==> config.mk <==
export PLATFORM = sky130hd
export DESIGN_NAME = cpu_top
export DESIGN_NICKNAME = d
export VERILOG_FILES = /design/src/cpu_pkg.sv /design/src/cpu_decode_stage.sv /design/src/cpu_execute_stage.sv /design/src/cpu_imem.sv /design/src/cpu_pc_counter.sv /design/src/cpu_regfile.sv /design/src/cpu_run_ctrl.sv /design/src/cpu_top.sv
export VERILOG_INCLUDE_DIRS = /design/src
export SDC_FILE = /design/constraint.sdc
export NUM_CORES = 2
export LEC_CHECK = 0
export ABC_AREA = 0
export BUFFER_PORTS_ARGS = -buffer_cell sky130_fd_sc_hd__clkbuf_2
export CORE_MARGIN = 2
export CORE_UTILIZATION = 40
export CTS_CLUSTER_SIZE = 20
export DETAILED_ROUTE_END_ITERATION = 10
export GPL_ROUTABILITY_DRIVEN = 0
export GPL_TIMING_DRIVEN = 0
export PLACE_DENSITY_LB_ADDON = 0.15
export SLEW_MARGIN = 20
export SYNTH_ARGS = -nofsm -noshare
export SYNTH_HDL_FRONTEND = slang
export SYNTH_HIERARCHICAL = 1
export SYNTH_SLANG_ARGS = --single-unit
==> constraint.sdc <==
create_clock -name clk -period 19.1 [get_ports clk]
set_clock_uncertainty 0.05 [all_clocks]
set_input_delay 4.775 -clock clk [delete_from_list [all_inputs] [get_ports clk]]
set_output_delay 4.775 -clock clk [all_outputs]
set_load 0.01 [all_outputs]
==> src/cpu_params.svh <==
`ifndef CPU_PARAMS_SVH
`define CPU_PARAMS_SVH

// Core sizing
`define CPU_XLEN        16
`define CPU_NREGS       16
`define CPU_IMEM_DEPTH  64      // Instruction words

// Host port address width
`define CPU_APB_AW      12

// Host address map, byte addresses
`define CPU_ADDR_CTRL   12'h000 // Bit 0 starts the core
`define CPU_ADDR_STATUS 12'h004 // Run state
`define CPU_ADDR_PC     12'h008 // Current PC
`define CPU_ADDR_REG    12'h100 // Register n at base + 4n
`define CPU_ADDR_IMEM   12'h800 // Instruction word i at base + 4i

`endif

==> src/cpu_pkg.sv <==
`include "cpu_params.svh"

package cpu_pkg;

    typedef logic [`CPU_XLEN-1:0]           word_t;
    typedef logic [15:0]                    instr_t;
    typedef logic [15:0]                    pc_t;       // Byte address, steps by 2
    typedef logic [$clog2(`CPU_NREGS)-1:0]  reg_addr_t;

    // Major opcode, instr[15:12]
    typedef enum logic [3:0] {
        OP_ALU  = 4'd0,
        OP_ADDI = 4'd1,
        OP_BEQ  = 4'd2,
        OP_BNE  = 4'd3,
        OP_HALT = 4'd15
    } opcode_e;

    // ALU function, instr[3:0] of an OP_ALU word
    typedef enum logic [3:0] {
        ALU_ADD = 4'd0,
        ALU_SUB = 4'd1,
        ALU_AND = 4'd2,
        ALU_OR  = 4'd3,
        ALU_XOR = 4'd4,
        ALU_SLL = 4'd5
    } alu_op_e;

    typedef enum logic [1:0] {
        ST_IDLE   = 2'd0,
        ST_RUN    = 2'd1,
        ST_DRAIN  = 2'd2,
        ST_HALTED = 2'd3
    } run_state_e;

    // Stage 1 to stage 2 flop
    typedef struct packed {
        logic       valid;
        logic       wr_en;      // Writes rd at writeback
        reg_addr_t  rd;
        alu_op_e    alu_op;
        word_t      a;          // Forwarded operands
        word_t      b;
    } dec_exe_t;

    // Result of a later stage
    typedef struct packed {
        logic       valid;      // Only set for a writing instruction
        reg_addr_t  rd;
        word_t      data;
    } wb_t;

    typedef struct packed {
        logic                   psel;
        logic                   penable;
        logic                   pwrite;
        logic [`CPU_APB_AW-1:0] paddr;
        word_t                  pwdata;
    } apb_req_t;

    typedef struct packed {
        word_t  prdata;
        logic   pready;
        logic   pslverr;
    } apb_rsp_t;

endpackage

==> src/cpu_decode_stage.sv <==
`timescale 1ns/1ps

module cpu_decode_stage import cpu_pkg::*; (
    input  logic        clk,
    input  logic        rst,
    input  logic        run,
    input  instr_t      instr,
    input  pc_t         pc,
    input  word_t       rd1,
    input  word_t       rd2,
    input  wb_t         ex_fwd,
    input  wb_t         wb,
    output reg_addr_t   ra1,
    output reg_addr_t   ra2,
    output pc_t         next_pc,
    output logic        halt_seen,
    output dec_exe_t    dec
);

    opcode_e    op;
    reg_addr_t  r1, r2;
    logic [3:0] fn;                     // ALU function or immediate
    word_t      op_a, op_b;             // Operands after forwarding
    pc_t        pc_plus2, br_off, br_target;
    logic       is_halt, is_eq, take;
    dec_exe_t   dec_d;

    // Youngest result wins, r0 is never forwarded
    function automatic word_t fwd(input reg_addr_t ra, input word_t rf_val,
                                  input wb_t s2, input wb_t s3);
        if (ra == '0)
            return '0;
        if (s2.valid && s2.rd == ra)
            return s2.data;             // Stage 2, one cycle old
        if (s3.valid && s3.rd == ra)
            return s3.data;             // Stage 3, being written now
        return rf_val;
    endfunction

    assign op  = opcode_e'(instr[15:12]);
    assign r1  = instr[11:8];
    assign r2  = instr[7:4];
    assign fn  = instr[3:0];
    assign ra1 = r1;
    assign ra2 = r2;

    assign op_a = fwd(r1, rd1, ex_fwd, wb);
    assign op_b = fwd(r2, rd2, ex_fwd, wb);

    // Branch resolved in the fetch cycle, no delay slot
    assign pc_plus2  = pc + pc_t'(2);
    assign br_off    = {{11{fn[3]}}, fn, 1'b0};    // Sign extend, halfword units
    assign br_target = pc + br_off;
    assign is_eq     = op_a == op_b;
    assign take      = (op == OP_BEQ && is_eq) || (op == OP_BNE && !is_eq);
    assign is_halt   = op == OP_HALT;

    always_comb begin
        if (is_halt)
            next_pc = pc;               // Freeze on HALT
        else if (take)
            next_pc = br_target;
        else
            next_pc = pc_plus2;
    end

    assign halt_seen = run && is_halt;

    always_comb begin
        dec_d        = '0;
        dec_d.valid  = 1'b1;
        dec_d.rd     = r1;              // Destination is always r1
        dec_d.a      = op_a;
        dec_d.b      = op_b;
        dec_d.alu_op = ALU_ADD;
        case (op)
            OP_ALU: begin
                dec_d.wr_en  = 1'b1;
                dec_d.alu_op = alu_op_e'(fn);
            end
            OP_ADDI: begin
                dec_d.wr_en = 1'b1;
                dec_d.b     = word_t'(fn);  // Zero extended
            end
            default: dec_d.wr_en = 1'b0;    // Branches and unused opcodes
        endcase
    end

    // Stage 2 operand flop
    always_ff @(posedge clk or posedge rst) begin
        if (rst)
            dec <= '0;
        else if (run && !is_halt)
            dec <= dec_d;
        else
            dec <= '0;                  // Bubble when stopped or on HALT
    end

endmodule

==> src/cpu_execute_stage.sv <==
`timescale 1ns/1ps

module cpu_execute_stage import cpu_pkg::*; (
    input  logic        clk,
    input  logic        rst,
    input  dec_exe_t    dec,
    output wb_t         ex_fwd,
    output wb_t         wb
);

    word_t alu_y;

    // ALU on the stage 2 flop
    always_comb begin
        case (dec.alu_op)
            ALU_ADD: alu_y = dec.a + dec.b;
            ALU_SUB: alu_y = dec.a - dec.b;
            ALU_AND: alu_y = dec.a & dec.b;
            ALU_OR:  alu_y = dec.a | dec.b;
            ALU_XOR: alu_y = dec.a ^ dec.b;
            ALU_SLL: alu_y = dec.a << dec.b[3:0];   // Low 4 bits shift amount
            default: alu_y = '0;
        endcase
    end

    // Stage 2 result, seen by decode in the same cycle
    always_comb begin
        ex_fwd.valid = dec.valid && dec.wr_en;
        ex_fwd.rd    = dec.rd;
        ex_fwd.data  = alu_y;
    end

    // Stage 3 register drives the register file write port
    always_ff @(posedge clk or posedge rst) begin
        if (rst)
            wb <= '0;
        else
            wb <= ex_fwd;               // Valid only for a writing instruction
    end

endmodule

==> src/cpu_imem.sv <==
`timescale 1ns/1ps
`include "cpu_params.svh"

module cpu_imem import cpu_pkg::*; (
    input  logic                                clk,
    input  logic                                we,
    input  logic [$clog2(`CPU_IMEM_DEPTH)-1:0]  waddr,
    input  instr_t                              wdata,
    input  pc_t                                 raddr,
    output instr_t                              rdata
);

    localparam int IAW = $clog2(`CPU_IMEM_DEPTH);

    instr_t mem [`CPU_IMEM_DEPTH];      // Loaded by the host only

    always_ff @(posedge clk) begin
        if (we)
            mem[waddr] <= wdata;
    end

    // Fetch in the same cycle, PC byte address to word index
    assign rdata = mem[raddr[IAW:1]];

endmodule

==> src/cpu_pc_counter.sv <==
`timescale 1ns/1ps

module cpu_pc_counter import cpu_pkg::*; (
    input  logic clk,
    input  logic rst,
    input  logic run,
    input  logic pc_clear,
    input  pc_t  next_pc,
    output pc_t  pc
);

    pc_t pc_q;

    always_ff @(posedge clk or posedge rst) begin
        if (rst) begin
            pc_q <= '0;
        end else if (pc_clear) begin
            pc_q <= '0;                 // Start always fetches word 0
        end else if (run) begin
            pc_q <= next_pc;            // PC+2, branch target, or hold on HALT
        end
    end

    assign pc = pc_q;

    // Fetch is halfword aligned
    a_pc_even: assert property (@(posedge clk) disable iff (rst)
        pc_q[0] == 1'b0)
        else $error("pc odd: %h", pc_q);

endmodule

==> src/cpu_regfile.sv <==
`timescale 1ns/1ps
`include "cpu_params.svh"

module cpu_regfile import cpu_pkg::*; (
    input  logic        clk,
    input  logic        rst,
    input  reg_addr_t   ra1,
    input  reg_addr_t   ra2,
    input  reg_addr_t   host_raddr,
    input  wb_t         wb,
    output word_t       rd1,
    output word_t       rd2,
    output word_t       host_rdata
);

    word_t regs [`CPU_NREGS];

    always_ff @(posedge clk or posedge rst) begin
        if (rst) begin
            for (int i = 0; i < `CPU_NREGS; i++)
                regs[i] <= '0;
        end else if (wb.valid && wb.rd != '0) begin
            regs[wb.rd] <= wb.data;     // r0 writes dropped here
        end
    end

    // No write-through, decode forwards from wb itself
    assign rd1        = (ra1 == '0) ? '0 : regs[ra1];
    assign rd2        = (ra2 == '0) ? '0 : regs[ra2];
    assign host_rdata = (host_raddr == '0) ? '0 : regs[host_raddr];

    // r0 keeps its reset value however the pipeline writes it
    a_r0_zero: assert property (@(posedge clk) disable iff (rst)
        regs[0] == '0)
        else $error("regs[0] = %h", regs[0]);

endmodule

==> src/cpu_run_ctrl.sv <==
`timescale 1ns/1ps
`include "cpu_params.svh"

module cpu_run_ctrl import cpu_pkg::*; (
    input  logic                                clk,
    input  logic                                rst,
    input  apb_req_t                            apb_req,
    input  logic                                halt_seen,
    input  pc_t                                 pc,
    input  word_t                               host_rdata,
    output apb_rsp_t                            apb_rsp,
    output logic                                run,
    output logic                                pc_clear,
    output reg_addr_t                           host_raddr,
    output logic                                imem_we,
    output logic [$clog2(`CPU_IMEM_DEPTH)-1:0]  imem_waddr,
    output instr_t                              imem_wdata,
    output logic                                running,
    output logic                                halted
);

    localparam int REG_SPAN  = 4 * `CPU_NREGS;
    localparam int IMEM_SPAN = 4 * `CPU_IMEM_DEPTH;
    localparam int RAW       = $clog2(`CPU_NREGS);
    localparam int IAW       = $clog2(`CPU_IMEM_DEPTH);

    run_state_e             state, state_nxt;
    logic                   drain_cnt;          // Second drain cycle when set
    logic                   access;             // APB access phase
    logic                   hit_ctrl, hit_status, hit_pc, hit_reg, hit_imem;
    logic                   busy;               // Core owns the instruction memory
    logic                   start_ok;
    logic [`CPU_APB_AW-1:0] reg_off, imem_off;

    assign access   = apb_req.psel && apb_req.penable;
    assign busy     = (state == ST_RUN) || (state == ST_DRAIN);
    assign reg_off  = apb_req.paddr - `CPU_ADDR_REG;
    assign imem_off = apb_req.paddr - `CPU_ADDR_IMEM;

    // Address decode, word aligned only
    always_comb begin
        hit_ctrl   = apb_req.paddr == `CPU_ADDR_CTRL;
        hit_status = apb_req.paddr == `CPU_ADDR_STATUS;
        hit_pc     = apb_req.paddr == `CPU_ADDR_PC;
        hit_reg    = (apb_req.paddr >= `CPU_ADDR_REG) && (reg_off < REG_SPAN)
                     && (apb_req.paddr[1:0] == 2'b00);
        hit_imem   = (apb_req.paddr >= `CPU_ADDR_IMEM) && (imem_off < IMEM_SPAN)
                     && (apb_req.paddr[1:0] == 2'b00);
    end

    // Start only from a stopped core
    assign start_ok = access && apb_req.pwrite && hit_ctrl && apb_req.pwdata[0]
                      && (state == ST_IDLE || state == ST_HALTED);
    assign pc_clear = start_ok;                 // PC is 0 on the edge that enters RUN

    assign host_raddr = reg_off[2 +: RAW];
    assign imem_waddr = imem_off[2 +: IAW];
    assign imem_wdata = apb_req.pwdata;
    assign imem_we    = access && apb_req.pwrite && hit_imem && !busy;

    // Read mux and error response
    always_comb begin
        apb_rsp.prdata  = '0;
        apb_rsp.pready  = 1'b1;                 // No wait states
        apb_rsp.pslverr = 1'b0;
        if (access) begin
            if (!apb_req.pwrite) begin
                if (hit_status)
                    apb_rsp.prdata = word_t'(state);
                else if (hit_pc)
                    apb_rsp.prdata = pc;
                else if (hit_reg)
                    apb_rsp.prdata = host_rdata;
            end
            if (!(hit_ctrl || hit_status || hit_pc || hit_reg || hit_imem))
                apb_rsp.pslverr = 1'b1;         // Unmapped
            else if (apb_req.pwrite && hit_imem && busy)
                apb_rsp.pslverr = 1'b1;         // Program load while running
        end
    end

    always_comb begin
        state_nxt = state;
        case (state)
            ST_IDLE, ST_HALTED: if (start_ok) state_nxt = ST_RUN;
            ST_RUN:             if (halt_seen) state_nxt = ST_DRAIN;
            ST_DRAIN:           if (drain_cnt) state_nxt = ST_HALTED;
            default:            state_nxt = ST_IDLE;
        endcase
    end

    always_ff @(posedge clk or posedge rst) begin
        if (rst) begin
            state     <= ST_IDLE;
            drain_cnt <= 1'b0;
        end else begin
            state     <= state_nxt;
            drain_cnt <= (state == ST_DRAIN) && !drain_cnt;   // 0, 1, then leave
        end
    end

    assign run     = state == ST_RUN;
    assign running = state == ST_RUN;
    assign halted  = state == ST_HALTED;

    // Host must open every transfer with a setup phase
    a_penable_psel: assert property (@(posedge clk) disable iff (rst)
        apb_req.penable |-> apb_req.psel)
        else $error("penable without psel");

    // Drain lasts two cycles after the HALT is decoded
    a_drain_len: assert property (@(posedge clk) disable iff (rst)
        (state == ST_RUN && halt_seen) |=> state == ST_DRAIN ##1 state == ST_DRAIN
        ##1 state == ST_HALTED)
        else $error("drain length wrong");

endmodule

==> src/cpu_top.sv <==
`timescale 1ns/1ps
`include "cpu_params.svh"

module cpu_top import cpu_pkg::*; (
    input  logic     clk,
    input  logic     rst,
    input  apb_req_t apb_req,
    output apb_rsp_t apb_rsp,
    output logic     running,
    output logic     halted
);

    logic                               run, pc_clear, halt_seen;
    pc_t                                pc, next_pc;
    instr_t                             instr;
    logic                               imem_we;
    logic [$clog2(`CPU_IMEM_DEPTH)-1:0] imem_waddr;
    instr_t                             imem_wdata;
    reg_addr_t                          host_raddr, ra1, ra2;
    word_t                              host_rdata, rd1, rd2;
    dec_exe_t                           dec;
    wb_t                                ex_fwd, wb;

    cpu_run_ctrl u_run_ctrl (
        .clk, .rst, .apb_req, .halt_seen, .pc, .host_rdata,
        .apb_rsp, .run, .pc_clear, .host_raddr,
        .imem_we, .imem_waddr, .imem_wdata,
        .running, .halted
    );

    cpu_pc_counter u_pc (
        .clk, .rst, .run, .pc_clear, .next_pc, .pc
    );

    cpu_imem u_imem (
        .clk,
        .we    (imem_we),
        .waddr (imem_waddr),
        .wdata (imem_wdata),
        .raddr (pc),                    // Fetch port
        .rdata (instr)
    );

    cpu_regfile u_regfile (
        .clk, .rst, .ra1, .ra2, .host_raddr, .wb,
        .rd1, .rd2, .host_rdata
    );

    cpu_decode_stage u_decode (
        .clk, .rst, .run, .instr, .pc, .rd1, .rd2, .ex_fwd, .wb,
        .ra1, .ra2, .next_pc, .halt_seen, .dec
    );

    cpu_execute_stage u_execute (
        .clk, .rst, .dec, .ex_fwd, .wb
    );

endmodule

# Word-level counts from Yosys, hierarchy flattened

Memory sizes are Yosys's and may differ from the RTL's.
Index checks and enable logic that the tools add are counted.

Bits in read-only memories: 0
Bits in latches: 0
Memories: 1
Register bits after elaboration: 338
Bits in writable memories: 1,024
Output and inout bits: 20
Input bits: 33

Memory list:

| memory     | depth | bits a word | read ports | clocked after Yosys merged registers in | write ports | RTL line       | text |
|---|---|---|---|---|---|---|---|
| u_imem.mem | 64    | 16          | 1          | 0                                       | 1           | cpu_imem.sv:15 | `` instr_t mem [`CPU_IMEM_DEPTH]; `` |

Magnitude comparators: 9
Div/mod/pow operators: 0
Multipliers: 0
Mux-type cells: 62
Equality and inequality tests: 23
Add/sub/neg operators: 6
Bitwise gates (word level): 7
Shifts and indexed selects: 1
Reduce and logical (&&, ||, !) cells: 50

Operators by type and width:

| operator                                                         | count |
|---|---|
| 16-bit two-way mux                                               | 32 |
| 256-bit bitwise mux                                              | 1 |
| 16-bit binary-select mux with 4-bit select                       | 3 |
| 16-bit one-hot mux with 6 select lines                           | 1 |
| 16-bit demux with 4-bit select                                   | 1 |
| 42-bit two-way mux                                               | 1 |
| 16-bit adder                                                     | 2 |
| 1-bit logical AND                                                | 25 |
| 5-bit >= comparator, second input constant                       | 4 |
| 4-bit zero test                                                  | 5 |
| 4-bit inverter with 5-bit output                                 | 4 |
| 1-bit two-way mux                                                | 18 |
| 16-bit by 2-bit adder with 16-bit output, second input constant  | 1 |
| 16-bit AND                                                       | 1 |
| 16-bit == test                                                   | 1 |
| 4-bit by 2-bit == test with 1-bit output, second input constant  | 4 |
| 4-bit == test                                                    | 4 |
| 16-bit bitwise OR                                                | 1 |
| 16-bit by 4-bit << shifter with 16-bit output                    | 1 |
| 16-bit subtractor                                                | 1 |
| 16-bit XOR                                                       | 1 |
| 12-bit by 3-bit == test with 1-bit output, second input constant | 1 |
| 12-bit by 4-bit == test with 1-bit output, second input constant | 1 |
| 12-bit >= comparator, second input constant                      | 1 |
| 25 further kinds                                                 | 43 |

# Longest topological paths before layout

An unclocked memory read counts as a cell.

Word-level depth: 18
Depth in mapped cells: 37
Depth with buffers taken out: 34

# By module

The synthesis kept the hierarchy.

Modules (own cells, without submodules):

| module            | seq. area each (sq um) | times used | cells each | area each (sq um) |
|---|---|---|---|---|
| cpu_imem          | 30,749.5               | 1          | 1,813      | 39,721.8 |
| cpu_regfile       | 6,055.8                | 1          | 1,068      | 15,391.0 |
| cpu_decode_stage  | 1,051.0                | 1          | 424        | 3,608.5 |
| cpu_execute_stage | 525.5                  | 1          | 390        | 3,185.6 |
| cpu_run_ctrl      | 75.1                   | 1          | 118        | 813.3 |
| cpu_pc_counter    | 400.4                  | 1          | 53         | 664.4 |

# Worst setup path before layout

Ideal clock, no wire load.

Path type: input to output
Start point: in apb_req[21] (netlist name)
End point: out apb_rsp[3] (netlist name)
Data arrival time: 6.425 ns
Required time: 14.275 ns
Stages: 10
Path slack: 7.850 ns
Path buffers: 3
Cell sequence: buf_4 buf_4 buf_4 mux4_2 mux2_2 nand2_1 o31ai_1 nand2_1 o21ai_0 and2_1

RTL lines:

| item            | RTL line     | text |
|---|---|---|
| start, declared | cpu_top.sv:7 | `input apb_req_t apb_req,` |
| end, declared   | cpu_top.sv:8 | `output apb_rsp_t apb_rsp,` |

==> results.cfg <==
[worst_setup_path]
cp_slowest_stage_delay_ns = 0.92
startpoint_type = input port
critPathLaunch = apb_req[21]
path_class = input port to output pin
path_max_fanout = 10
path_cells = clkbuf_2 > buf_4 > buf_4 > buf_4 > clkbuf_1 > clkbuf_1 > a221oi_1 > o31ai_1 > a22oi_1 > nor2_1 > clkbuf_2
r2r_start = u_pc/pc[4]$_DFFE_PP0P_
reg2regPathDepth = 31
crit_arrival_ns = 8.73
cp-end-kind = output pin
worstPathRequired_ns = 14.28
critPathSlowestCell = o31ai_1
cpMostUsedCell = buf_4

[floorplan]
die-area_sq_um = 162000
dieHeight_microns = 402
num_rows = 146
die_w_microns = 402
start_util_pct = 40.2
io-pin-count = 53
core_sq_um = 158000

[run]
cap_violations = 0

[sta]
setup-tns-final_ns = 0
finalWorstSetupSlack_ns = 5.55
setup_viol = 0
min_period_ns = 13.55
hold_viol = 0
max-slew-margin-rel_pct = 20.5
fmax_mhz = 73.8
tightest_slew_ns = 1.18
rsz0062_at_grt = false
fin_crit_sh_pct = 71.0
report.final.slew_viol_count = 0

[power_and_ir_drop]
p_leak_nw = 26.3
power_frac_seq_pct = 49.1
p_comb_share_pct = 6.1
switchingPower_mw = 1.52
peakVddDrop_mv = 0.0953
p_sw_share_pct = 23.6
p_per_area_nw_per_um2 = 89.4
internal_power_mw = 4.93
power_frac_clock_pct = 44.8

[route]
wl_per_cell_microns = 31.6
route.detailed.drc = 0
wirelength_microns = 200000
dr.pass1.iters = 6
vias = 38000
ant_nets = 0
viasPerCell = 6.02
drtIter0Drc = 4207

[clocking]
clkLatencyLatePin_ns = 0.82
cts-resized-gates = 0
clock_sinks = 1348
cts_buffer_depth = 3
post_cts_buffers = 0
h-tree-depth = 4
cts-root-buf = clkbuf_16
cts_hold_buffers = 0
cts_tree = built
clk_pin_slew_ns = 0.06
cts_buffers = 150

[finish]
nFillCells = 13800
regArea_sq_um = 38900
num-nets-final = 4206
multi_input_area_sq_um = 22600
drive_above_1_share_pct = 32.0
area_growth_pct = 13.9

[worst_hold_path]
min_from = u_decode/dec[39]$_DFF_PP0_
hold_class = flop to flop
holdPathStages = 0

[global_route]
grt_usage_pct = 24.6
gr-total-overflow = 0
grt_max_degree = 84
grt_pass1_wl_microns = 284000
grt_pass1_vias = 38000
antenna_found_initial = 7

[logic_synthesis]
async_reset_ff_share_pct = 24.0
postSynthCellCount = 3866
synth_cell_types = 84
synth_area_sq_um = 63400
synth_nets = 3957
ys_seq_elements = 1348
yosysWarningCount = 6
syn_area_per_cell_sq_um = 16.4
synth_edf_count = 1024
yosysSeqAreaShare_pct = 61.3
synthFlopType = edfxtp_1

[place]
dp.final_hpwl_microns = 139000
portBuffers = 36
place_ws_ns = 5.67

[outcome]
status = completed
## synthesized netlist by cell type, types with 29 or more instances
library cell	number	area, sq um
ha_1	56	701
mux2_2	350	3940
nor2_1	145	544
nand4_1	57	357
a31oi_1	51	319
mux4_2	354	7970
o21ai_0	33	165
clkbuf_1	90	338
inv_1	52	195
xnor2_1	57	499
buf_4	79	593
nor2b_1	93	582
nand2_1	175	657
edfxtp_1	1024	30700
and2_1	29	181
dfrtp_1	324	8110
a21oi_1	51	255
buf_2	93	465
a22oi_1	54	405
a221oi_1	69	604
o31ai_1	110	826
buf_6	33	372
nand3_1	33	165
mux2i_1	134	1340
## power groups by stage
| stage | Combinational, mW | Clock [mW] | Sequential, mW |
|---|---|---|---|
| 6_report | 0.395 | 2.89 | 3.16 |
| 5_1_grt | 0.417 | 3.07 | 3.16 |
| 4_1_cts | 0.393 | 2.95 | 3.16 |
| 3_5_place_dp | 0.393 | 0 | 3.22 |
| 3_3_place_gp | 0.385 | 0 | 3.22 |
| 2_1_floorplan | 0.241 | 0 | 3.22 |
## per-layer routing
layer  track usage, %  vias up  wire (microns)
met3             4.55      358           14500
li1                 -    16000               -
met4             9.44        2            7620
met2             39.2     1530           94600
met5                0        -               7
met1             33.5    20200           82800
## cell usage in the layout, fill, tap and decap left out, drive strengths merged, types with 13 or more instances in the layout
cell | Yosys | final
a221o | 13 | 13
buf | 224 | 285
nor3b | 16 | 16
mux2i | 135 | 135
a22oi | 54 | 54
nor2b | 93 | 93
clkinv | 0 | 62
mux4 | 373 | 373
nand4 | 57 | 57
nand2 | 178 | 178
mux2 | 361 | 361
a31oi | 51 | 51
and3 | 15 | 15
xnor2 | 57 | 57
clkbuf | 93 | 309
nand3 | 35 | 35
dfrtp | 324 | 324
and2 | 29 | 29
nor3 | 22 | 22
ha | 56 | 56
or3 | 13 | 13
inv | 53 | 60
a221oi | 69 | 69
nor2 | 157 | 157
a21oi | 53 | 53
o21ai | 42 | 42
nand2b | 21 | 21
o31ai | 111 | 111
edfxtp | 1024 | 1024
## layout make-up
cell class              count  area share [%]
diodes                      5          0.0173
well taps                2072            3.59
inverters                  53           0.286
plain buffers             317            2.80
flip-flops and latches   1348            53.8
repair buffers             97            1.34
clock inverters            91            1.45
clock buffers             180            5.40
multi-input cells        2148            31.3
## flip-flops by register name, indices dropped and copies added, names as in the netlist
| name | count |
|---|---|
| u_imem/mem | 1024 |
| u_regfile/regs | 242 |
| u_decode/dec | 42 |
| u_execute/wb | 21 |
| u_pc/pc | 16 |
| u_run_ctrl/state | 2 |
| u_run_ctrl/drain_cnt | 1 |
## critical path, delay by kind of cell
kind,cells,cell delay (ns)
buffers and inverters,7,2.55
AO/OA/AOI/OAI,3,1.21
AND/OR/NAND/NOR,1,0.14
## worst paths after layout
kind,endpoint,slack [ns]
max reg2reg,u_pc/pc[11]$_DFFE_PP0P_,8.07
min,u_execute/wb[19]$_DFF_PP0_,0.33
min in group asynchronous,u_run_ctrl/state[1]$_DFFE_PP0P_,3.93
min reg2reg,u_execute/wb[19]$_DFF_PP0_,0.33
max in group asynchronous,u_regfile/regs[173]$_DFFE_PP0P_,13.96
max,apb_rsp[16],5.55
## metrics by stage
step | util [%] | hold slack [ns] | cell area, sq um | cells | power, mW
finish | 45.7 | 0.328 | 72200 | 6311 | 6.45
global route | 45.7 | 0.343 | 72200 | 6306 | 6.65
CTS | 45.7 | 0.325 | 72100 | 6306 | 6.51
detailed placement | 42.6 | 0.320 | 67200 | 6035 | 3.62
global placement | 41.9 | 0.317 | 66200 | 5974 | 3.61
floorplan | - | 0.305 | 63400 | 3866 | 3.46
## logic make-up after synthesis
group           share of synthesized area (%)
compound gates                           5.45
xor+xnor                                0.926
fa+ha+maj                                1.17
buf+inv                                  3.50
flops                                    61.3
mux                                      22.0
other cells                           0.00592
simple gates                             5.66
Note: power is estimated with default switching activity, not from simulation.
